File: src/include/adcCtrl_cfg.svh
`ifndef ADC_CTRL_CFG_SVH
`define ADC_CTRL_CFG_SVH

//////////////////////////////////////////////////////////////////////
// serial link geometry
//////////////////////////////////////////////////////////////////////

`define ADC_SCLK_DIV      16    // system clocks per sclk period
`define ADC_WORD_BITS     32    // bits per register word, sent lsb first
`define ADC_ROM_DEPTH     9     // entries in the register table

//////////////////////////////////////////////////////////////////////
// write sequences: first table entry and number of words
//////////////////////////////////////////////////////////////////////

`define ADC_INIT_ADDR     0     // full configuration, regs 0..7
`define ADC_INIT_WORDS    8
`define ADC_DESEN_ADDR    8     // reg 5 with dual-edge sampling on
`define ADC_DESEN_WORDS   1
`define ADC_DESDIS_ADDR   5     // standard reg 5 entry, des off
`define ADC_DESDIS_WORDS  1

//////////////////////////////////////////////////////////////////////
// register table contents
//////////////////////////////////////////////////////////////////////

// layout: [31:28] table index, [27:20] fixed header,
// [19:16] adc register address, [15:0] register data
`define ADC_REG0  32'h0010_B2FF   // config: output mode, test pattern off
`define ADC_REG1  32'h1011_07FF   // reserved, factory value
`define ADC_REG2  32'h2012_007F   // i-channel offset
`define ADC_REG3  32'h3013_807F   // i-channel full scale
`define ADC_REG4  32'h4014_007F   // q-channel offset
`define ADC_REG5  32'h5015_807F   // q-channel full scale, des off
`define ADC_REG6  32'h601D_DB7E   // extended config
`define ADC_REG7  32'h701F_001F   // clock phase adjust
`define ADC_REG8  32'h8015_C07F   // reg 5 again with des bit set

`endif

File: src/source/adcCtrlPkg.sv
`include "adcCtrl_cfg.svh"

package adcCtrlPkg;

	//////////////////////////////////////////////////////////////////////
	// vector types with a meaning
	//////////////////////////////////////////////////////////////////////

	// table address, wide enough for every entry
	typedef logic [$clog2(`ADC_ROM_DEPTH)-1:0] regAddr_t;

	// one register word exactly as it goes out on sdata
	typedef logic [`ADC_WORD_BITS-1:0] regWord_t;

	typedef logic [$clog2(`ADC_WORD_BITS)-1:0] bitIdx_t;   // bit being sent
	typedef logic [$clog2(`ADC_SCLK_DIV)-1:0]  divCnt_t;   // sclk divider

	//////////////////////////////////////////////////////////////////////
	// sequencer fsm
	//////////////////////////////////////////////////////////////////////

	typedef enum logic [1:0] {
		seqIdle   = 2'd0,   // waiting for a command pulse
		seqLoad   = 2'd1,   // hand current table word to serializer
		seqShift  = 2'd2,   // serializer busy with the word
		seqFinish = 2'd3    // done strobe
	} seqState_t;

endpackage

File: src/source/adcSerialIf.sv
`timescale 1ns/1ps

// link between command sequencer and serializer
interface adcSerialIf;
	import adcCtrlPkg::*;

	logic     frame;      // level, high across the whole write sequence
	logic     start;      // one-cycle pulse, load word and begin shifting
	regWord_t word;       // valid together with start
	logic     wordDone;   // one-cycle pulse, last bit period is ending

	// sequencer side
	modport seq (
		output frame,
		output start,
		output word,
		input  wordDone
	);

	// serializer side
	modport ser (
		input  frame,
		input  start,
		input  word,
		output wordDone
	);

endinterface

File: src/source/adcRegRom.sv
`timescale 1ns/1ps
`include "adcCtrl_cfg.svh"

// register table, purely combinational
module adcRegRom (
	input  adcCtrlPkg::regAddr_t addr,
	output adcCtrlPkg::regWord_t data
);
	import adcCtrlPkg::*;

	//////////////////////////////////////////////////////////////////////
	// address decode
	//////////////////////////////////////////////////////////////////////

	always_comb begin
		data = '0;                                    // unused addresses read zero
		if (addr < regAddr_t'(`ADC_ROM_DEPTH)) begin
			case (addr)
				regAddr_t'(0): data = `ADC_REG0;      // start of init run
				regAddr_t'(1): data = `ADC_REG1;
				regAddr_t'(2): data = `ADC_REG2;
				regAddr_t'(3): data = `ADC_REG3;
				regAddr_t'(4): data = `ADC_REG4;
				regAddr_t'(5): data = `ADC_REG5;      // also the des disable word
				regAddr_t'(6): data = `ADC_REG6;
				regAddr_t'(7): data = `ADC_REG7;      // end of init run
				regAddr_t'(8): data = `ADC_REG8;      // des enable word
				default:       data = '0;
			endcase
		end
	end

endmodule

File: src/source/adcSerializer.sv
`timescale 1ns/1ps
`include "adcCtrl_cfg.svh"

// shifts one table word out lsb first under a divided serial clock
module adcSerializer (
	input  logic    clk,
	input  logic    rstN,
	adcSerialIf.ser link,
	output logic    sclk,
	output logic    sdata,
	output logic    selectN
);
	import adcCtrlPkg::*;

	localparam divCnt_t DIV_LAST = divCnt_t'(`ADC_SCLK_DIV - 1);  // end of a bit period
	localparam divCnt_t DIV_DONE = divCnt_t'(`ADC_SCLK_DIV - 2);  // one clock before that
	localparam bitIdx_t BIT_LAST = bitIdx_t'(`ADC_WORD_BITS - 1);

	regWord_t wordQ;      // word being shifted
	divCnt_t  divCnt;     // position inside the bit period
	bitIdx_t  bitIdx;     // bit currently on sdata
	bitIdx_t  nextIdx;
	logic     busy;       // divider running
	logic     divWrap;    // last clock of a bit period
	logic     lastBit;

	assign divWrap = busy && (divCnt == DIV_LAST);
	assign lastBit = (bitIdx == BIT_LAST);
	assign nextIdx = bitIdx + 1'b1;

	//////////////////////////////////////////////////////////////////////
	// word latch
	//////////////////////////////////////////////////////////////////////

	always_ff @(posedge clk) begin
		if (link.start)
			wordQ <= link.word;
	end

	//////////////////////////////////////////////////////////////////////
	// sclk divider and bit counter
	//////////////////////////////////////////////////////////////////////

	always_ff @(posedge clk or negedge rstN) begin
		if (!rstN) begin
			busy   <= 1'b0;
			divCnt <= '0;
			bitIdx <= '0;
		end else if (link.start) begin
			busy   <= 1'b1;                // bit 0 period starts next cycle
			divCnt <= '0;
			bitIdx <= '0;
		end else if (divWrap) begin
			divCnt <= '0;
			if (lastBit) begin
				busy   <= 1'b0;            // park divider at 0, sclk stays low
				bitIdx <= '0;
			end else begin
				bitIdx <= nextIdx;
			end
		end else if (busy) begin
			divCnt <= divCnt + 1'b1;
		end
	end

	// msb of divider: low for the first half of a bit period, high for the second
	assign sclk = divCnt[$bits(divCnt_t)-1];

	//////////////////////////////////////////////////////////////////////
	// data pin, chip select, word done
	//////////////////////////////////////////////////////////////////////

	// sdata only moves on a divider wrap, i.e. as sclk drops
	always_ff @(posedge clk or negedge rstN) begin
		if (!rstN)
			sdata <= 1'b0;
		else if (link.start)
			sdata <= link.word[0];
		else if (divWrap)
			sdata <= lastBit ? 1'b0 : wordQ[nextIdx];   // idle low after the word
	end

	always_ff @(posedge clk or negedge rstN) begin
		if (!rstN)
			selectN <= 1'b1;
		else
			selectN <= ~link.frame;    // one cycle behind frame
	end

	// raised in the final clock of bit 31 so the next start costs only one gap cycle
	always_ff @(posedge clk or negedge rstN) begin
		if (!rstN)
			link.wordDone <= 1'b0;
		else
			link.wordDone <= busy && lastBit && (divCnt == DIV_DONE);
	end

endmodule

File: src/source/adcCmdSequencer.sv
`timescale 1ns/1ps
`include "adcCtrl_cfg.svh"

// command decode and table walk, one start per register word
module adcCmdSequencer (
	input  logic                 clk,
	input  logic                 rstN,
	input  logic                 init,
	input  logic                 desEnable,
	input  logic                 desDisable,
	output adcCtrlPkg::regAddr_t romAddr,
	input  adcCtrlPkg::regWord_t romWord,
	adcSerialIf.seq              link,
	output logic                 done
);
	import adcCtrlPkg::*;

	seqState_t state;
	seqState_t stateNext;
	regAddr_t  addrCnt;      // table address of current word
	regAddr_t  wordsLeft;    // words still to send after the current one
	logic      frameQ;

	logic      cmdValid;     // some command pulse present
	regAddr_t  cmdAddr;      // first table entry of that command
	regAddr_t  cmdLast;      // its word count minus one
	logic      accept;       // command taken this cycle
	logic      wordEnd;      // serializer finishing a word
	logic      lastWord;

	//////////////////////////////////////////////////////////////////////
	// command decode, init > desEnable > desDisable
	//////////////////////////////////////////////////////////////////////

	always_comb begin
		cmdValid = init | desEnable | desDisable;
		cmdAddr  = regAddr_t'(`ADC_DESDIS_ADDR);
		cmdLast  = regAddr_t'(`ADC_DESDIS_WORDS - 1);
		if (init) begin
			cmdAddr = regAddr_t'(`ADC_INIT_ADDR);
			cmdLast = regAddr_t'(`ADC_INIT_WORDS - 1);
		end else if (desEnable) begin
			cmdAddr = regAddr_t'(`ADC_DESEN_ADDR);
			cmdLast = regAddr_t'(`ADC_DESEN_WORDS - 1);
		end
	end

	assign accept   = (state == seqIdle) && cmdValid;     // pulses elsewhere are dropped
	assign wordEnd  = (state == seqShift) && link.wordDone;
	assign lastWord = (wordsLeft == '0);

	//////////////////////////////////////////////////////////////////////
	// fsm
	//////////////////////////////////////////////////////////////////////

	always_comb begin
		stateNext = state;
		case (state)
			seqIdle:   if (cmdValid) stateNext = seqLoad;
			seqLoad:   stateNext = seqShift;           // start goes out here
			seqShift: begin
				if (link.wordDone)
					stateNext = lastWord ? seqFinish : seqLoad;
			end
			seqFinish: stateNext = seqIdle;
			default:   stateNext = seqIdle;
		endcase
	end

	always_ff @(posedge clk or negedge rstN) begin
		if (!rstN)
			state <= seqIdle;
		else
			state <= stateNext;
	end

	//////////////////////////////////////////////////////////////////////
	// address and word counters, frame
	//////////////////////////////////////////////////////////////////////

	always_ff @(posedge clk or negedge rstN) begin
		if (!rstN) begin
			addrCnt   <= '0;
			wordsLeft <= '0;
		end else if (accept) begin
			addrCnt   <= cmdAddr;
			wordsLeft <= cmdLast;
		end else if (wordEnd && !lastWord) begin
			addrCnt   <= addrCnt + 1'b1;      // step to next table entry
			wordsLeft <= wordsLeft - 1'b1;
		end
	end

	// high from the first load until the last word has gone out
	always_ff @(posedge clk or negedge rstN) begin
		if (!rstN)
			frameQ <= 1'b0;
		else if (accept)
			frameQ <= 1'b1;
		else if (wordEnd && lastWord)
			frameQ <= 1'b0;
	end

	assign romAddr    = addrCnt;
	assign link.frame = frameQ;
	assign link.start = (state == seqLoad);
	assign link.word  = romWord;               // rom answers in the same cycle
	assign done       = (state == seqFinish);  // single-cycle strobe

endmodule

File: src/source/adcSerialCtrl.sv
`timescale 1ns/1ps

// adc serial configuration controller, top level
module adcSerialCtrl (
	input  logic clk,
	input  logic rstN,
	input  logic init,          // write all eight config registers
	input  logic desEnable,     // turn dual-edge sampling on
	input  logic desDisable,    // turn dual-edge sampling off
	output logic sclk,
	output logic sdata,
	output logic selectN,
	output logic done           // one-cycle strobe at end of a sequence
);
	import adcCtrlPkg::*;

	regAddr_t romAddr;
	regWord_t romWord;

	//////////////////////////////////////////////////////////////////////
	// sequencer to serializer link
	//////////////////////////////////////////////////////////////////////

	adcSerialIf link ();

	//////////////////////////////////////////////////////////////////////
	// blocks
	//////////////////////////////////////////////////////////////////////

	adcCmdSequencer u_adcCmdSequencer (
		.clk        (clk),
		.rstN       (rstN),
		.init       (init),
		.desEnable  (desEnable),
		.desDisable (desDisable),
		.romAddr    (romAddr),
		.romWord    (romWord),
		.link       (link.seq),
		.done       (done)
	);

	// table lookup
	adcRegRom u_adcRegRom (
		.addr (romAddr),
		.data (romWord)
	);

	adcSerializer u_adcSerializer (
		.clk     (clk),
		.rstN    (rstN),
		.link    (link.ser),
		.sclk    (sclk),
		.sdata   (sdata),
		.selectN (selectN)
	);

endmodule

File: config.mk
export PLATFORM = sky130hd
export DESIGN_NAME = adcSerialCtrl
export DESIGN_NICKNAME = d
export VERILOG_FILES = /design/src/source/adcCtrlPkg.sv /design/src/source/adcSerialIf.sv /design/src/source/adcRegRom.sv /design/src/source/adcSerializer.sv /design/src/source/adcCmdSequencer.sv /design/src/source/adcSerialCtrl.sv
export VERILOG_INCLUDE_DIRS = /design/src /design/src/include
export SDC_FILE = /design/constraint.sdc
export NUM_CORES = 1
export LEC_CHECK = 0
export BUFFER_PORTS_ARGS = -buffer_cell sky130_fd_sc_hd__buf_2
export CAP_MARGIN = 20
export CORE_AREA = 2 2 95 70
export CTS_BUF_LIST = sky130_fd_sc_hd__clkbuf_8 sky130_fd_sc_hd__clkbuf_16
export DETAILED_ROUTE_END_ITERATION = 8
export DIE_AREA = 0 0 97 72
export PLACE_DENSITY = 0.65
export SYNTH_ARGS = -nofsm -noshare
export SYNTH_HDL_FRONTEND = slang
export SYNTH_SLANG_ARGS = --single-unit
File: constraint.sdc
create_clock -name clk -period 2.8 [get_ports clk]
set_input_delay 0.28 -clock clk [delete_from_list [all_inputs] [get_ports clk]]
set_output_delay 0.28 -clock clk [all_outputs]
set_load 0.01 [all_outputs]
# Yosys cells after proc, flatten, opt, wreduce, memory -nomap -nowiden
# Memory sizes are Yosys's and may differ from the RTL's.
# Index checks and enable logic that the tools add are counted.
word_totals:
  inputBits: 5
  romBits: 400
  elab_cells: 75
  output_inout_bits: 4
  register_bits: 56
  mem_count: 1
op_classes:
  n_addsub: 4
  n_reduce_logical: 17
  n_mux: 28
  bitwise: 3
  n_lt_le_gt_ge: 2
  n_eq_ne: 8
mem_list:
  columns: ["name", "depth", "word_bits", "read_ports", "rd_ports_with_merged_regs", "write_ports", "line_no", "rtl"]
  rows:
  - ["(name not given)", 16, 25, 1, 0, 0, "adcRegRom.sv:18", "case (addr)"]
ops:
  columns: ["op", "n"]
  rows:
  - ["4-bit 2-to-1 mux", 9]
  - ["5-bit 2-to-1 mux", 3]
  - ["1-bit 2-to-1 mux", 10]
  - ["4-bit by 1-bit adder with 4-bit output (second input constant)", 2]
  - ["4-bit == test (second input constant)", 2]
  - ["2-bit one-hot mux with 4 select lines", 1]
  - ["2-bit nonzero test", 4]
  - ["1-bit logical AND", 7]
  - ["5-bit by 6-bit less-than comparator with 1-bit output (second input constant)", 1]
  - ["2-bit 2-to-1 mux", 3]
  - ["5-bit by 1-bit adder with 5-bit output (second input constant)", 1]
  - ["1-bit binary-select mux with 5-bit select", 1]
  - ["5-bit == test (second input constant)", 1]
  - ["2-bit == test (second input constant)", 2]
  - ["4-bit zero test", 1]
  - ["4-bit less-than comparator (second input constant)", 1]
  - ["2-bit by 1-bit inequality test with 1-bit output (second input constant)", 2]
  - ["2-bit AND reduction", 2]
  - ["4-bit by 1-bit subtractor with 4-bit output (second input constant)", 1]
  - ["3-bit 2-to-1 mux", 1]
  - ["3-bit nonzero test", 1]
  - ["2-bit by 1-bit == test with 1-bit output (second input constant)", 1]
  - ["2-bit zero test", 1]
  - ["1-bit bitwise OR", 2]
  - ["other kinds (2)", 2]

# Logic depth before layout (Yosys ltp)
# Gate-level depths: netlist of run 1.
logic_depth:
  ltp_word: 6
  mapped_depth: 8
  ltp_nobuf: 7

# Cells and area by module
# From an unflattened synthesis of run 1, not the netlist that was laid out.
hier_totals:
  cells_unflattened: 259
  area_unflattened_um2: 3164.3
by_module_without_submodules:
  columns: ["module", "n_inst", "cells_each", "area_per_inst_um2"]
  rows:
  - ["adcSerializer", 1, 115, 1904.3]
  - ["adcCmdSequencer", 1, 88, 858.3]
  - ["adcRegRom", 1, 56, 401.6]

# Worst setup path before layout of run 1
# OpenSTA, ideal clock, no wires.
synth_path:
  path_type: "flip-flop to flip-flop"
  from: "register u_adcSerializer.bitIdx[1]"
  to: "register u_adcSerializer.sdata"
  required_time_ps: 2680
  t_arrival_ps: 1928
  path_stages_with_launch: 7
  path_slack_ps: 752
  synth_period_minus_slack_ps: 2048
  cell_sequence: "dfrtp_1 > ha_1 > buf_4 > and3_1 > ha_1 > or4_1 > a31o_1"
synth_between:
  elab_chain_len: 6
  word_cells_on_any_way: 7
  classes_between: "add/sub: 1; eq/ne: 1; mux: 5"
synth_lines:
  columns: ["item", "line_no", "rtl"]
  rows:
  - ["start, declared", "adcSerializer.sv:21", "bitIdx_t bitIdx;"]
  - ["start signal, assigned", "adcSerializer.sv:59", "bitIdx <= nextIdx;"]
  - ["5-bit by 1-bit adder with 5-bit output", "adcSerializer.sv:29", "assign nextIdx = bitIdx + 1'b1;"]
  - ["1-bit binary-select mux with 5-bit select", "adcSerializer.sv:80", "sdata <= lastBit ? 1'b0 : wordQ[nextIdx];"]
  - ["1-bit 2-to-1 mux (not written as such)", "adcSerializer.sv:80", null]
  - ["1-bit 2-to-1 mux *", "adcSerializer.sv:80", null]
  - ["1-bit 2-to-1 mux *", "adcSerializer.sv:79", "else if (divWrap)"]
  - ["1-bit 2-to-1 mux *", "adcSerializer.sv:77", "else if (link.start)"]
  - ["end signal, assigned", "adcSerializer.sv:78", "sdata <= link.word[0];"]
  - ["end signal, assigned", "adcSerializer.sv:80", null]
  - ["end, declared", "adcSerializer.sv:10", "output logic sdata,"]
# Every way passes the cells marked *; elsewhere a longest branch is shown, timed or not. The select of a mux whose other input is x is not followed.
# A chain may end at the register's enable or synchronous reset.

# Worst setup path after layout of run 1
# Ends and elaborated chain as after synthesis.

==> summary.txt, run 1 <==
Status = completed
Post-placement setup slack = 0.653 ns
Top-count cell post-synth = dfrtp_1
Hold Crit Class = in2reg
Core area = 6040 um2
Sink Count = 44
Final worst-path cycle share = 0.777
Area leader, netlist = edfxtp_1
Kind of critical path = reg2reg
Tot Pwr = 1.12 mW
Setup TNS = 0 ns
Max-Cap Viols = 0
Die Area = 6980 um2
FF-to-FF Start = u_adcSerializer.bitIdx[1]$_DFFE_PN0P_
GPL Wtd Cong = 0.868
FILL cells = 563
Internal Power = 0.895 mW
Vias in the first global route = 1384
Final max-slew violation count = 0
Max VDD drop = 0.182 mV
Mapped Cells = 210
Die Y = 72 um
Max Fclk = 459 MHz
Skew final = 0.00283 ns
Nets@finish = 235
Largest net degree at the start of global routing = 25
Final hold vios = 0
DR vias/cell = 5.11
Max FO, Critical Path = 8
Routed wire length = 4.19 mm
P per Cell Area = 436 nW/um2
Gr usage total = 0.129
Crit end category = flop
Largest stage delay, worst path = 0.48 ns
Clock power share = 0.392
Slowest cell on the critical path = ha_1
Antenna Nets Post-Route = 0
Leak pwr = 1.03 nW
Rel. slew slack = 0.516
Total congestion overflow = 0
Placed insts = 289
Sequential Area = 1200 um2
Multi-input gate area = 1050 um2
Starting density of the core = 0.392
DR vias = 1523
Worst Setup Start Kind = flop
Switching power = 0.225 mW
Sequential fraction of the synthesis area = 0.508
Synthesized area = 2360 um2
Post-synth top area share = 0.254
Clock latency at the later pin of the worst-skew pair = 0.29 ns
TritonRoute pass-1 iters = 4
EDFF count, synth = 20
Hpwl dp = 2.98 mm
Reg clk slew, reported paths = 0.08 ns
Clk buf depth = 2
Root buffer cell = clkbuf_8
Initial DRC Count = 131
Gate power share = 0.011
Area contributors post-synth = edfxtp_1 25%, dfrtp_1 24%, ha_1 5.8%
Main synth FF type = dfrtp_1
TritonCTS clock tree = done
Worst-path cell chain = ha_1 -> mux4_2 -> and2_1 -> a2111oi_0 -> nor4_1 -> a31o_1
Post-DR wirelength/cell = 14.1 um
Finish-stage setup viols = 0
Final min period = 2.18 ns
Synth unique cells = 46
Hold Crit Endpoint = u_adcCmdSequencer.wordsLeft[1]$_DFFE_PN0P_
Sw frac = 0.201
Number of CTS-inserted buffers = 5
Yosys synthesis warning count = 0
Die Wd = 97 um
RSZ-0062 raised after global routing = no
Worst Reg-to-Reg Cells = 6
Global-route wire length before repair = 6.96 mm
R2r endpoint = u_adcSerializer.sdata$_DFFE_PN0P_
Ys async rst share = 0.545
# diodes = 0
R2R setup slack = 0.62 ns
Layout Cells excl Fill = 298
Placement Rows = 24
Commonest cells in the netlist = 23 x dfrtp_1, 20 x edfxtp_1, 19 x nor2_1, 14 x a21oi_1, 13 x nand2_1
Final Worst Setup Slack = 0.624 ns
Layout overhead on the synthesized area = 8.68%
Min-Delay Startpoint = init
Share of layout cells above drive strength 1 = 0.123
Worst Path Arrival = 2.37 ns
Avg Inst Size Synth = 11.3 um2
Hold Path Stages = 3
Worst Tran Pin Value = 0.720 ns
Flop pwr share = 0.598
FF+latch count, synth = 44
Initial antenna violation count = 0
H-tree levels = 2
CP required = 2.99 ns
Top Ports = 9
Detailed-route DRC error count = 0
Synth Net Count = 226
Worst hold margin = 0.236 ns
IO Port Bufs = 8
-- per-stage QoR --
| stage | utilization | area [um2] |
|---|---|---|
| final | 0.426 | 2570 |
| after global routing | 0.426 | 2570 |
| after floorplan | - | 2360 |
| after detailed placement | 0.408 | 2460 |
| after global placement | 0.408 | 2460 |
| after CTS | 0.426 | 2570 |
-- power groups by stage --
| stage | combinational [mW] | sequential, mW | clock, mW |
|---|---|---|---|
| after floorplan | 0.000566 | 0.684 | 0 |
| after global placement | 0.0114 | 0.684 | 0 |
| after detailed placement | 0.0116 | 0.684 | 0 |
| after CTS | 0.0126 | 0.670 | 0.449 |
| after global routing | 0.0142 | 0.670 | 0.479 |
| final | 0.0118 | 0.670 | 0.439 |
-- worst max path at each step --
stage / slack, ns / end / startpoint
2_1_floorplan: 0.75 / u_adcSerializer.sdata$_DFFE_PN0P_ / u_adcSerializer.bitIdx[1]$_DFFE_PN0P_
3_3_place_gp: 0.69 / u_adcSerializer.sdata$_DFFE_PN0P_ / u_adcSerializer.bitIdx[1]$_DFFE_PN0P_
3_5_place_dp: 0.65 / u_adcSerializer.sdata$_DFFE_PN0P_ / u_adcSerializer.bitIdx[1]$_DFFE_PN0P_
4_1_cts: 0.62 / u_adcSerializer.sdata$_DFFE_PN0P_ / u_adcSerializer.bitIdx[1]$_DFFE_PN0P_
5_1_grt: 0.55 / u_adcSerializer.sdata$_DFFE_PN0P_ / u_adcSerializer.bitIdx[1]$_DFFE_PN0P_
6_report: 0.62 / u_adcSerializer.sdata$_DFFE_PN0P_ / u_adcSerializer.bitIdx[1]$_DFFE_PN0P_
-- placed cells by master, fill, tap and decap left out, types with 4 or more instances in the layout --
cell type and count:
dfrtp_1 23, nand2b_1 9, a21oi_1 14, and2_1 7
xnor2_1 4, edfxtp_1 20, clkbuf_8 7, buf_4 4
nand3b_1 4, o21ai_0 4, ha_1 11, nor2_1 19
nor2b_1 4, inv_1 12, xor2_1 7, buf_2 8
nand3_1 8, nand2_1 13
-- critical path, delay by kind of cell (launching register included) --
family,cells,cell delay (ns)
flops,1,0.42
compound gates,2,0.58
fa+ha+maj,1,0.48
mux,1,0.34
simple gates,2,0.25
-- flip-flops by register name (all words and copies together) (netlist names), 2 cells and up --
| register | flops |
|---|---|
| u_adcSerializer.bitIdx | 5 |
| u_adcCmdSequencer.romAddr | 4 |
| u_adcCmdSequencer.wordsLeft | 4 |
| u_adcCmdSequencer.state | 2 |
| u_adcSerializer.divCnt | 4 |
| u_adcSerializer.wordQ | 20 |
-- kinds of logic after synthesis --
group	synth area share
adders and majority gates	0.0582
DFF	0.508
buffers and inverters	0.0492
and+or+nand+nor	0.182
muxes	0.0619
xor gates and xnor gates	0.0524
AOI/OAI and AO/OA	0.0878
-- layout make-up --
class,instances,share of cell area
sequential,44,0.468
inverter,11,0.0161
timing repair buffer,13,0.0312
clock buffer,7,0.0375
clock inverter,1,0.00146
multi-input combinational,144,0.408
tap,78,0.0380
-- routing by layer --
metal	track usage	share of wire	routed length, um
met1	0.185	0.53	2220
met2	0.182	0.42	1750
met3	0.0424	0.040	167
met4	0.0485	0.013	55
met5	0	0	0
-- what timing repair did --
| action | 4_1_cts | 5_1_grt |
|---|---|---|
| hold endpoints to repair | 23 | 0 |
| setup buffers | 0 | 0 |
| resized for setup | 0 | 0 |
| hold buffers | 1 | 0 |
No activity file was read; power rests on OpenSTA's default activity.
==> run 2, diff against run 1 <==
Settings changed: ABC_AREA set to 1, CORE_AREA 2 2 95 70 to 2 2 96 70, DIE_AREA 0 0 97 72 to 0 0 98 72, PLACE_DENSITY 0.65 to 0.66.
Clock period 2.8 ns to 1.9 ns, I/O delays scaled along.
==> run 2 against run 1 <==
Against the previous run:
- area after synthesis is 0.53% higher
- via count up 14%
- wire length up 3.1%
- power up 50%
- final area up 1.3%
- highest routed layer unchanged
- clock skew grew 0.0037 ns
- count of clock-buffer cells in the layout decreased by 2
==> summary.txt, run 2 <==
Final instance area = 2600 um2
RSZ-0062 raised after global routing = no
Die Wd = 98 um
Largest net degree at the start of global routing = 25
Area leader, netlist = edfxtp_1
P per Cell Area = 647 nW/um2
Mapped Cells = 269
Worst-path cell chain = inv_1 -> ha_1 -> inv_1 -> nor2_2 -> nor2_1 -> nor2_1 -> o21ai_0 -> o31ai_1
Skew final = 0.00650 ns
Final core area utilization = 0.427
TritonCTS clock tree = done
EDFF count, synth = 20
Post-DR wirelength/cell = 11.9 um
Final hold vios = 0
Layout Cells excl Fill = 363
Rel. slew slack = 0.628
Placed inst area = 2510 um2
Final Worst Setup Slack = 0.269 ns
Max VDD drop = 0.237 mV
Detailed-route DRC error count = 0
Placed insts = 354
Regs by FF count = u_adcSerializer.wordQ (20), u_adcSerializer.bitIdx (5)
Tot Pwr = 1.69 mW
Synth unique cells = 38
Leak pwr = 1.16 nW
Clock latency at the later pin of the worst-skew pair = 0.30 ns
Reg clk slew, reported paths = 0.09 ns
Commonest non-fill, non-tap cells in the layout = 57 x nand2_1, 32 x inv_1, 32 x nor2_1
Starting density of the core = 0.390
# diodes = 0
Worst Setup Start Kind = flop
CP required = 1.94 ns
Number of flip-flops in the largest register = 20
Initial DRC Count = 73
Status = completed
Worst hold margin = 0.210 ns
Commonest cells in the netlist = 57 x nand2_1, 32 x inv_1, 32 x nor2_1, 24 x nand3_1, 23 x dfrtp_1
Root buffer cell = clkbuf_8
Top-count cell post-synth = nand2_1
Hpwl dp = 3.22 mm
Number of CTS-inserted buffers = 5
Synth Net Count = 285
Worst Tran Pin Value = 0.557 ns
Setup TNS = 0 ns
Global-route wire length before repair = 7.63 mm
Finish-stage setup viols = 0
Yosys synthesis warning count = 0
DR vias = 1739
H-tree levels = 2
Clk buf depth = 2
Max FO, Critical Path = 5
Synthesized area = 2380 um2
Nets@finish = 300
Final min period = 1.63 ns
Area contributors post-synth = edfxtp_1 25%, dfrtp_1 24%, nand2_1 9.0%
Largest stage delay, worst path = 0.43 ns
Ys async rst share = 0.545
Gr usage total = 0.135
Placement Rows = 24
Die Area = 7060 um2
Slowest cell on the critical path = dfrtp_1
Top Ports = 9
Most common cell after layout, fill and taps aside = nand2_1
Core area = 6100 um2
Max-Cap Viols = 0
IO Port Bufs = 8
Biggest register = u_adcSerializer.wordQ
Crit end category = flop
TritonRoute pass-1 iters = 4
Antenna Nets Post-Route = 0
Sequential fraction of the synthesis area = 0.506
Layout overhead on the synthesized area = 9.53%
Post-synth top area share = 0.253
Initial antenna violation count = 0
FILL cells = 604
GPL Wtd Cong = 0.897
Hold Crit Class = in2reg
Kind of critical path = reg2reg
Post-placement setup slack = 0.285 ns
Max Fclk = 613 MHz
DR vias/cell = 4.79
Final worst-path cycle share = 0.859
Final max-slew violation count = 0
Sink Count = 44
Share of layout cells above drive strength 1 = 0.154
Main synth FF type = dfrtp_1
Vias in the first global route = 1667
Routed wire length = 4.32 mm
Worst Path Arrival = 1.67 ns
FF+latch count, synth = 44
Die Y = 72 um
Total congestion overflow = 0
Avg Inst Size Synth = 8.84 um2
[run 2: cell types whose count changed after synthesis, moves of 4 or more]
cell and delta:
nand3b_1 -4, nor2_1 +13, nand3_1 +16, o21ai_1 +6, xor2_1 -7, a21oi_1 -6
nand2_1 +44, inv_1 +21, and2_1 -7, nor2b_1 -5, nand2b_1 -9, inv_2 +7
clkbuf_1 -4
[run 2: repair_timing]
item,in CTS,in global routing
hold endpoints to repair,23,0
buffers inserted,0,0
hold buffers,1,0
gates resized for setup,0,0
[run 2: path summary, 6_finish.rpt]
check	slack [ns]	cells past startpoint	from	to
max	0.27	8	u_adcCmdSequencer.romAddr[0]$_DFFE_PN0P_	u_adcSerializer.wordQ[15]$_SDFFCE_PP0P_
min	0.21	3	init	u_adcCmdSequencer.wordsLeft[2]$_DFFE_PN0P_
max reg2reg	0.27	8	u_adcCmdSequencer.romAddr[0]$_DFFE_PN0P_	u_adcSerializer.wordQ[15]$_SDFFCE_PP0P_
min reg2reg	0.38	1	u_adcCmdSequencer.link.frame$_DFFE_PN0P_	u_adcSerializer.selectN$_DFF_PN1_
max in group asynchronous	1.12	2	rstN	u_adcCmdSequencer.romAddr[0]$_DFFE_PN0P_
min in group asynchronous	0.41	2	rstN	u_adcSerializer.bitIdx[3]$_DFFE_PN0P_
[run 2: cells by family after synthesis]
logic type	after synthesis	share of synthesized area
compound gates	35	0.0974
buf+inv	49	0.0879
simple gates	129	0.247
xor+xnor	1	0.00368
fa+ha+maj	11	0.0579
flops	44	0.506
[run 2: final cells by class]
| cell class | count | area [um2] | share of cell area |
|---|---|---|---|
| clock buffers | 5 | 68.8 | 0.0264 |
| inverters | 44 | 170 | 0.0654 |
| clock inverters | 3 | 18.8 | 0.00721 |
| well taps | 78 | 97.6 | 0.0375 |
| flip-flops and latches | 44 | 1200 | 0.462 |
| repair buffers | 13 | 80.1 | 0.0308 |
| multi-input cells | 176 | 966 | 0.371 |
[run 2: critical path, delay by kind of cell (launching register included)]
family          cells  cell delay [ns]
fa+ha+maj           1             0.19
compound gates      2             0.17
buf+inv             2             0.20
flops               1             0.43
simple gates        3             0.40
[run 2: where the power goes]
part	total, mW	switching [mW]	internal, mW
Clock	0.587	0.330	0.257
Combinational	0.0827	0.0545	0.0282
Sequential	1.02	0.0125	1.00
[run 2: per-layer routing]
metal / share of wire / GRT usage
met5: 0 / 0
met4: 0.0099 / 0.0417
met3: 0.027 / 0.0347
met2: 0.41 / 0.193
met1: 0.56 / 0.201
==> run 3, diff against run 2 <==
Settings changed: CORE_AREA 2 2 96 70 to 2 2 80 59, CTS_BUF_LIST sky130_fd_sc_hd__clkbuf_8 sky130_fd_sc_hd__clkbuf_16 to sky130_fd_sc_hd__clkbuf_8, DIE_AREA 0 0 98 72 to 0 0 82 61, PLACE_DENSITY 0.66 to 0.87.
==> run 3 against run 2 <==
Against the previous run:
- cell count is 6.6% lower
- combinational power shrank 4.2%
- setup slack worse by 0.052 ns
- sequential power is essentially flat
- power rose by 6.7%
- non-clock buffer count fell by 1
- worst hold slack gained 0.0053 ns
- final area shrank 0.53%
- via count rose by 1.2%
- wire length grew 1.1%
==> summary.txt, run 3 (synthesis results as in run 2) <==
Status = completed
Worst-path cell chain = inv_1 -> ha_1 -> inv_1 -> nor2_2 -> nor2_2 -> nor2_1 -> o21ai_0 -> o31ai_1
DR vias = 1759
H-tree levels = 2
Hold Crit Class = in2reg
Placement Rows = 20
R2R setup slack = 0.22 ns
Skew final = 0.00664 ns
P per Cell Area = 694 nW/um2
CP required = 1.95 ns
RSZ-0062 raised after global routing = no
IO Port Bufs = 8
Hold Path Stages = 3
Commonest non-fill, non-tap cells in the layout = 57 x nand2_1, 33 x inv_1, 31 x nor2_1
GPL Wtd Cong = 0.858
Share of layout cells above drive strength 1 = 0.151
Initial antenna violation count = 0
TritonCTS clock tree = done
Antenna Nets Post-Route = 0
Min-Delay Startpoint = init
Leak pwr = 1.16 nW
Setup bufs post-CTS = 0
Worst Reg-to-Reg Cells = 8
Slowest cell on the critical path = dfrtp_1
Max Fclk = 594 MHz
Starting density of the core = 0.565
Setup TNS = 0 ns
Initial DRC Count = 123
Rel. slew slack = 0.634
Worst Tran Pin Value = 0.549 ns
DR vias/cell = 5.19
Final hold vios = 0
Vias in the first global route = 1613
Core area = 4200 um2
FF-to-FF Start = u_adcCmdSequencer.romAddr[0]$_DFFE_PN0P_
Global-route wire length before repair = 7.51 mm
Post-DR wirelength/cell = 12.9 um
Met3 wire len = 177 um
Final min period = 1.68 ns
Clock latency at the later pin of the worst-skew pair = 0.30 ns
Clk buf depth = 2
Metal1 wirelength = 2.13 mm
Routed wire length = 4.37 mm
Routed wl met2 = 2.00 mm
Nets@finish = 299
Max layer used = met4
CP top delay family = flip-flops
Regs by FF count = u_adcSerializer.wordQ (20), u_adcSerializer.bitIdx (5)
# diodes = 0
Number of CTS-inserted buffers = 5
Finish-stage setup viols = 0
Gr usage total = 0.206
Most common cell after layout, fill and taps aside = nand2_1
Detailed-route DRC error count = 0
Die Area = 5000 um2
Worst Path Arrival = 1.73 ns
Final worst-path cycle share = 0.886
Reg clk slew, reported paths = 0.09 ns
Kind of critical path = reg2reg
Max-Cap Viols = 0
Final max-slew violation count = 0
Layout overhead on the synthesized area = 8.95%
Root buffer cell = clkbuf_8
Hpwl dp = 3.16 mm
Top Ports = 9
Biggest register = u_adcSerializer.wordQ
Largest net degree at the start of global routing = 25
R2r endpoint = u_adcSerializer.wordQ[15]$_SDFFCE_PP0P_
Largest stage delay, worst path = 0.43 ns
Tot Pwr = 1.80 mW
TritonRoute pass-1 iters = 5
WP buf/inv = 2
Sink Count = 44
Max VDD drop = 0.420 mV
Crit end category = flop
Number of flip-flops in the largest register = 20
Hold Crit Endpoint = u_adcCmdSequencer.wordsLeft[1]$_DFFE_PN0P_
Max FO, Critical Path = 7
Die Y = 61 um
Total congestion overflow = 0
Worst Setup Start Kind = flop
Die Wd = 82 um
==> run 3: worst reg2reg max path: stages (launching register included) <==
cell and delay [ns]:
dfrtp_1 0.43, inv_1 0.16, ha_1 0.23, inv_1 0.12, nor2_2 0.07, nor2_2 0.18
nor2_1 0.07, o21ai_0 0.08, o31ai_1 0.09
==> run 3: layout make-up <==
type / count / area, um2
Timing Repair Buffer: 12 / 72.6
Fill cell: 354 / 1610
Clock buffer: 5 / 68.8
Sequential cell: 44 / 1200
Tap cell: 55 / 68.8
Inverter: 44 / 170
Multi-Input combinational cell: 176 / 968
Clock inverter: 3 / 38.8
==> run 3: repair_timing <==
item	in CTS	in global routing
setup endpoints to repair	0	1
resized for setup	0	1
hold endpoints to repair	23	0
hold buffers	1	0
==> run 3: stage by stage <==
step | setup WS, ns | hold slack [ns] | cell area (um2) | utilization | cells
after CTS | 0.145 | 0.206 | 2590 | 0.615 | 339
final | 0.216 | 0.215 | 2590 | 0.616 | 339
after floorplan | 0.356 | -0.106 | 2380 | - | 269
after global routing | 0.0676 | 0.243 | 2590 | 0.616 | 339
after global placement | 0.303 | 0.197 | 2470 | 0.588 | 330
after detailed placement | 0.182 | 0.205 | 2470 | 0.588 | 330
==> run 3: worst max-delay path by stage <==
stage | to | cells after the start | slack (ns) | from
CTS | u_adcSerializer.wordQ[15]$_SDFFCE_PP0P_ | 8 | 0.15 | u_adcCmdSequencer.romAddr[0]$_DFFE_PN0P_
detailed placement | u_adcSerializer.wordQ[15]$_SDFFCE_PP0P_ | 8 | 0.18 | u_adcCmdSequencer.romAddr[0]$_DFFE_PN0P_
finish | u_adcSerializer.wordQ[15]$_SDFFCE_PP0P_ | 8 | 0.22 | u_adcCmdSequencer.romAddr[0]$_DFFE_PN0P_
floorplan | u_adcSerializer.wordQ[15]$_SDFFCE_PP0P_ | 8 | 0.36 | u_adcCmdSequencer.romAddr[1]$_DFFE_PN0P_
global placement | u_adcSerializer.wordQ[15]$_SDFFCE_PP0P_ | 8 | 0.30 | u_adcCmdSequencer.romAddr[0]$_DFFE_PN0P_
global route | u_adcSerializer.wordQ[15]$_SDFFCE_PP0P_ | 8 | 0.07 | u_adcCmdSequencer.romAddr[0]$_DFFE_PN0P_
==> run 3: layer usage <==
layer  global-route usage  up-vias
li1                     -      911
met1                0.296      806
met2                0.307       34
met3               0.0536        8
met4               0.0667        0
met5                    0        -
==> run 3: power by group <==
group / switching [mW] / total [mW] / leakage (nW) / internal [mW]
logic: 0.0524 / 0.0792 / 0.664 / 0.0267
registers: 0.0124 / 1.02 / 0.442 / 1.00
clock network: 0.318 / 0.703 / 0.0593 / 0.385
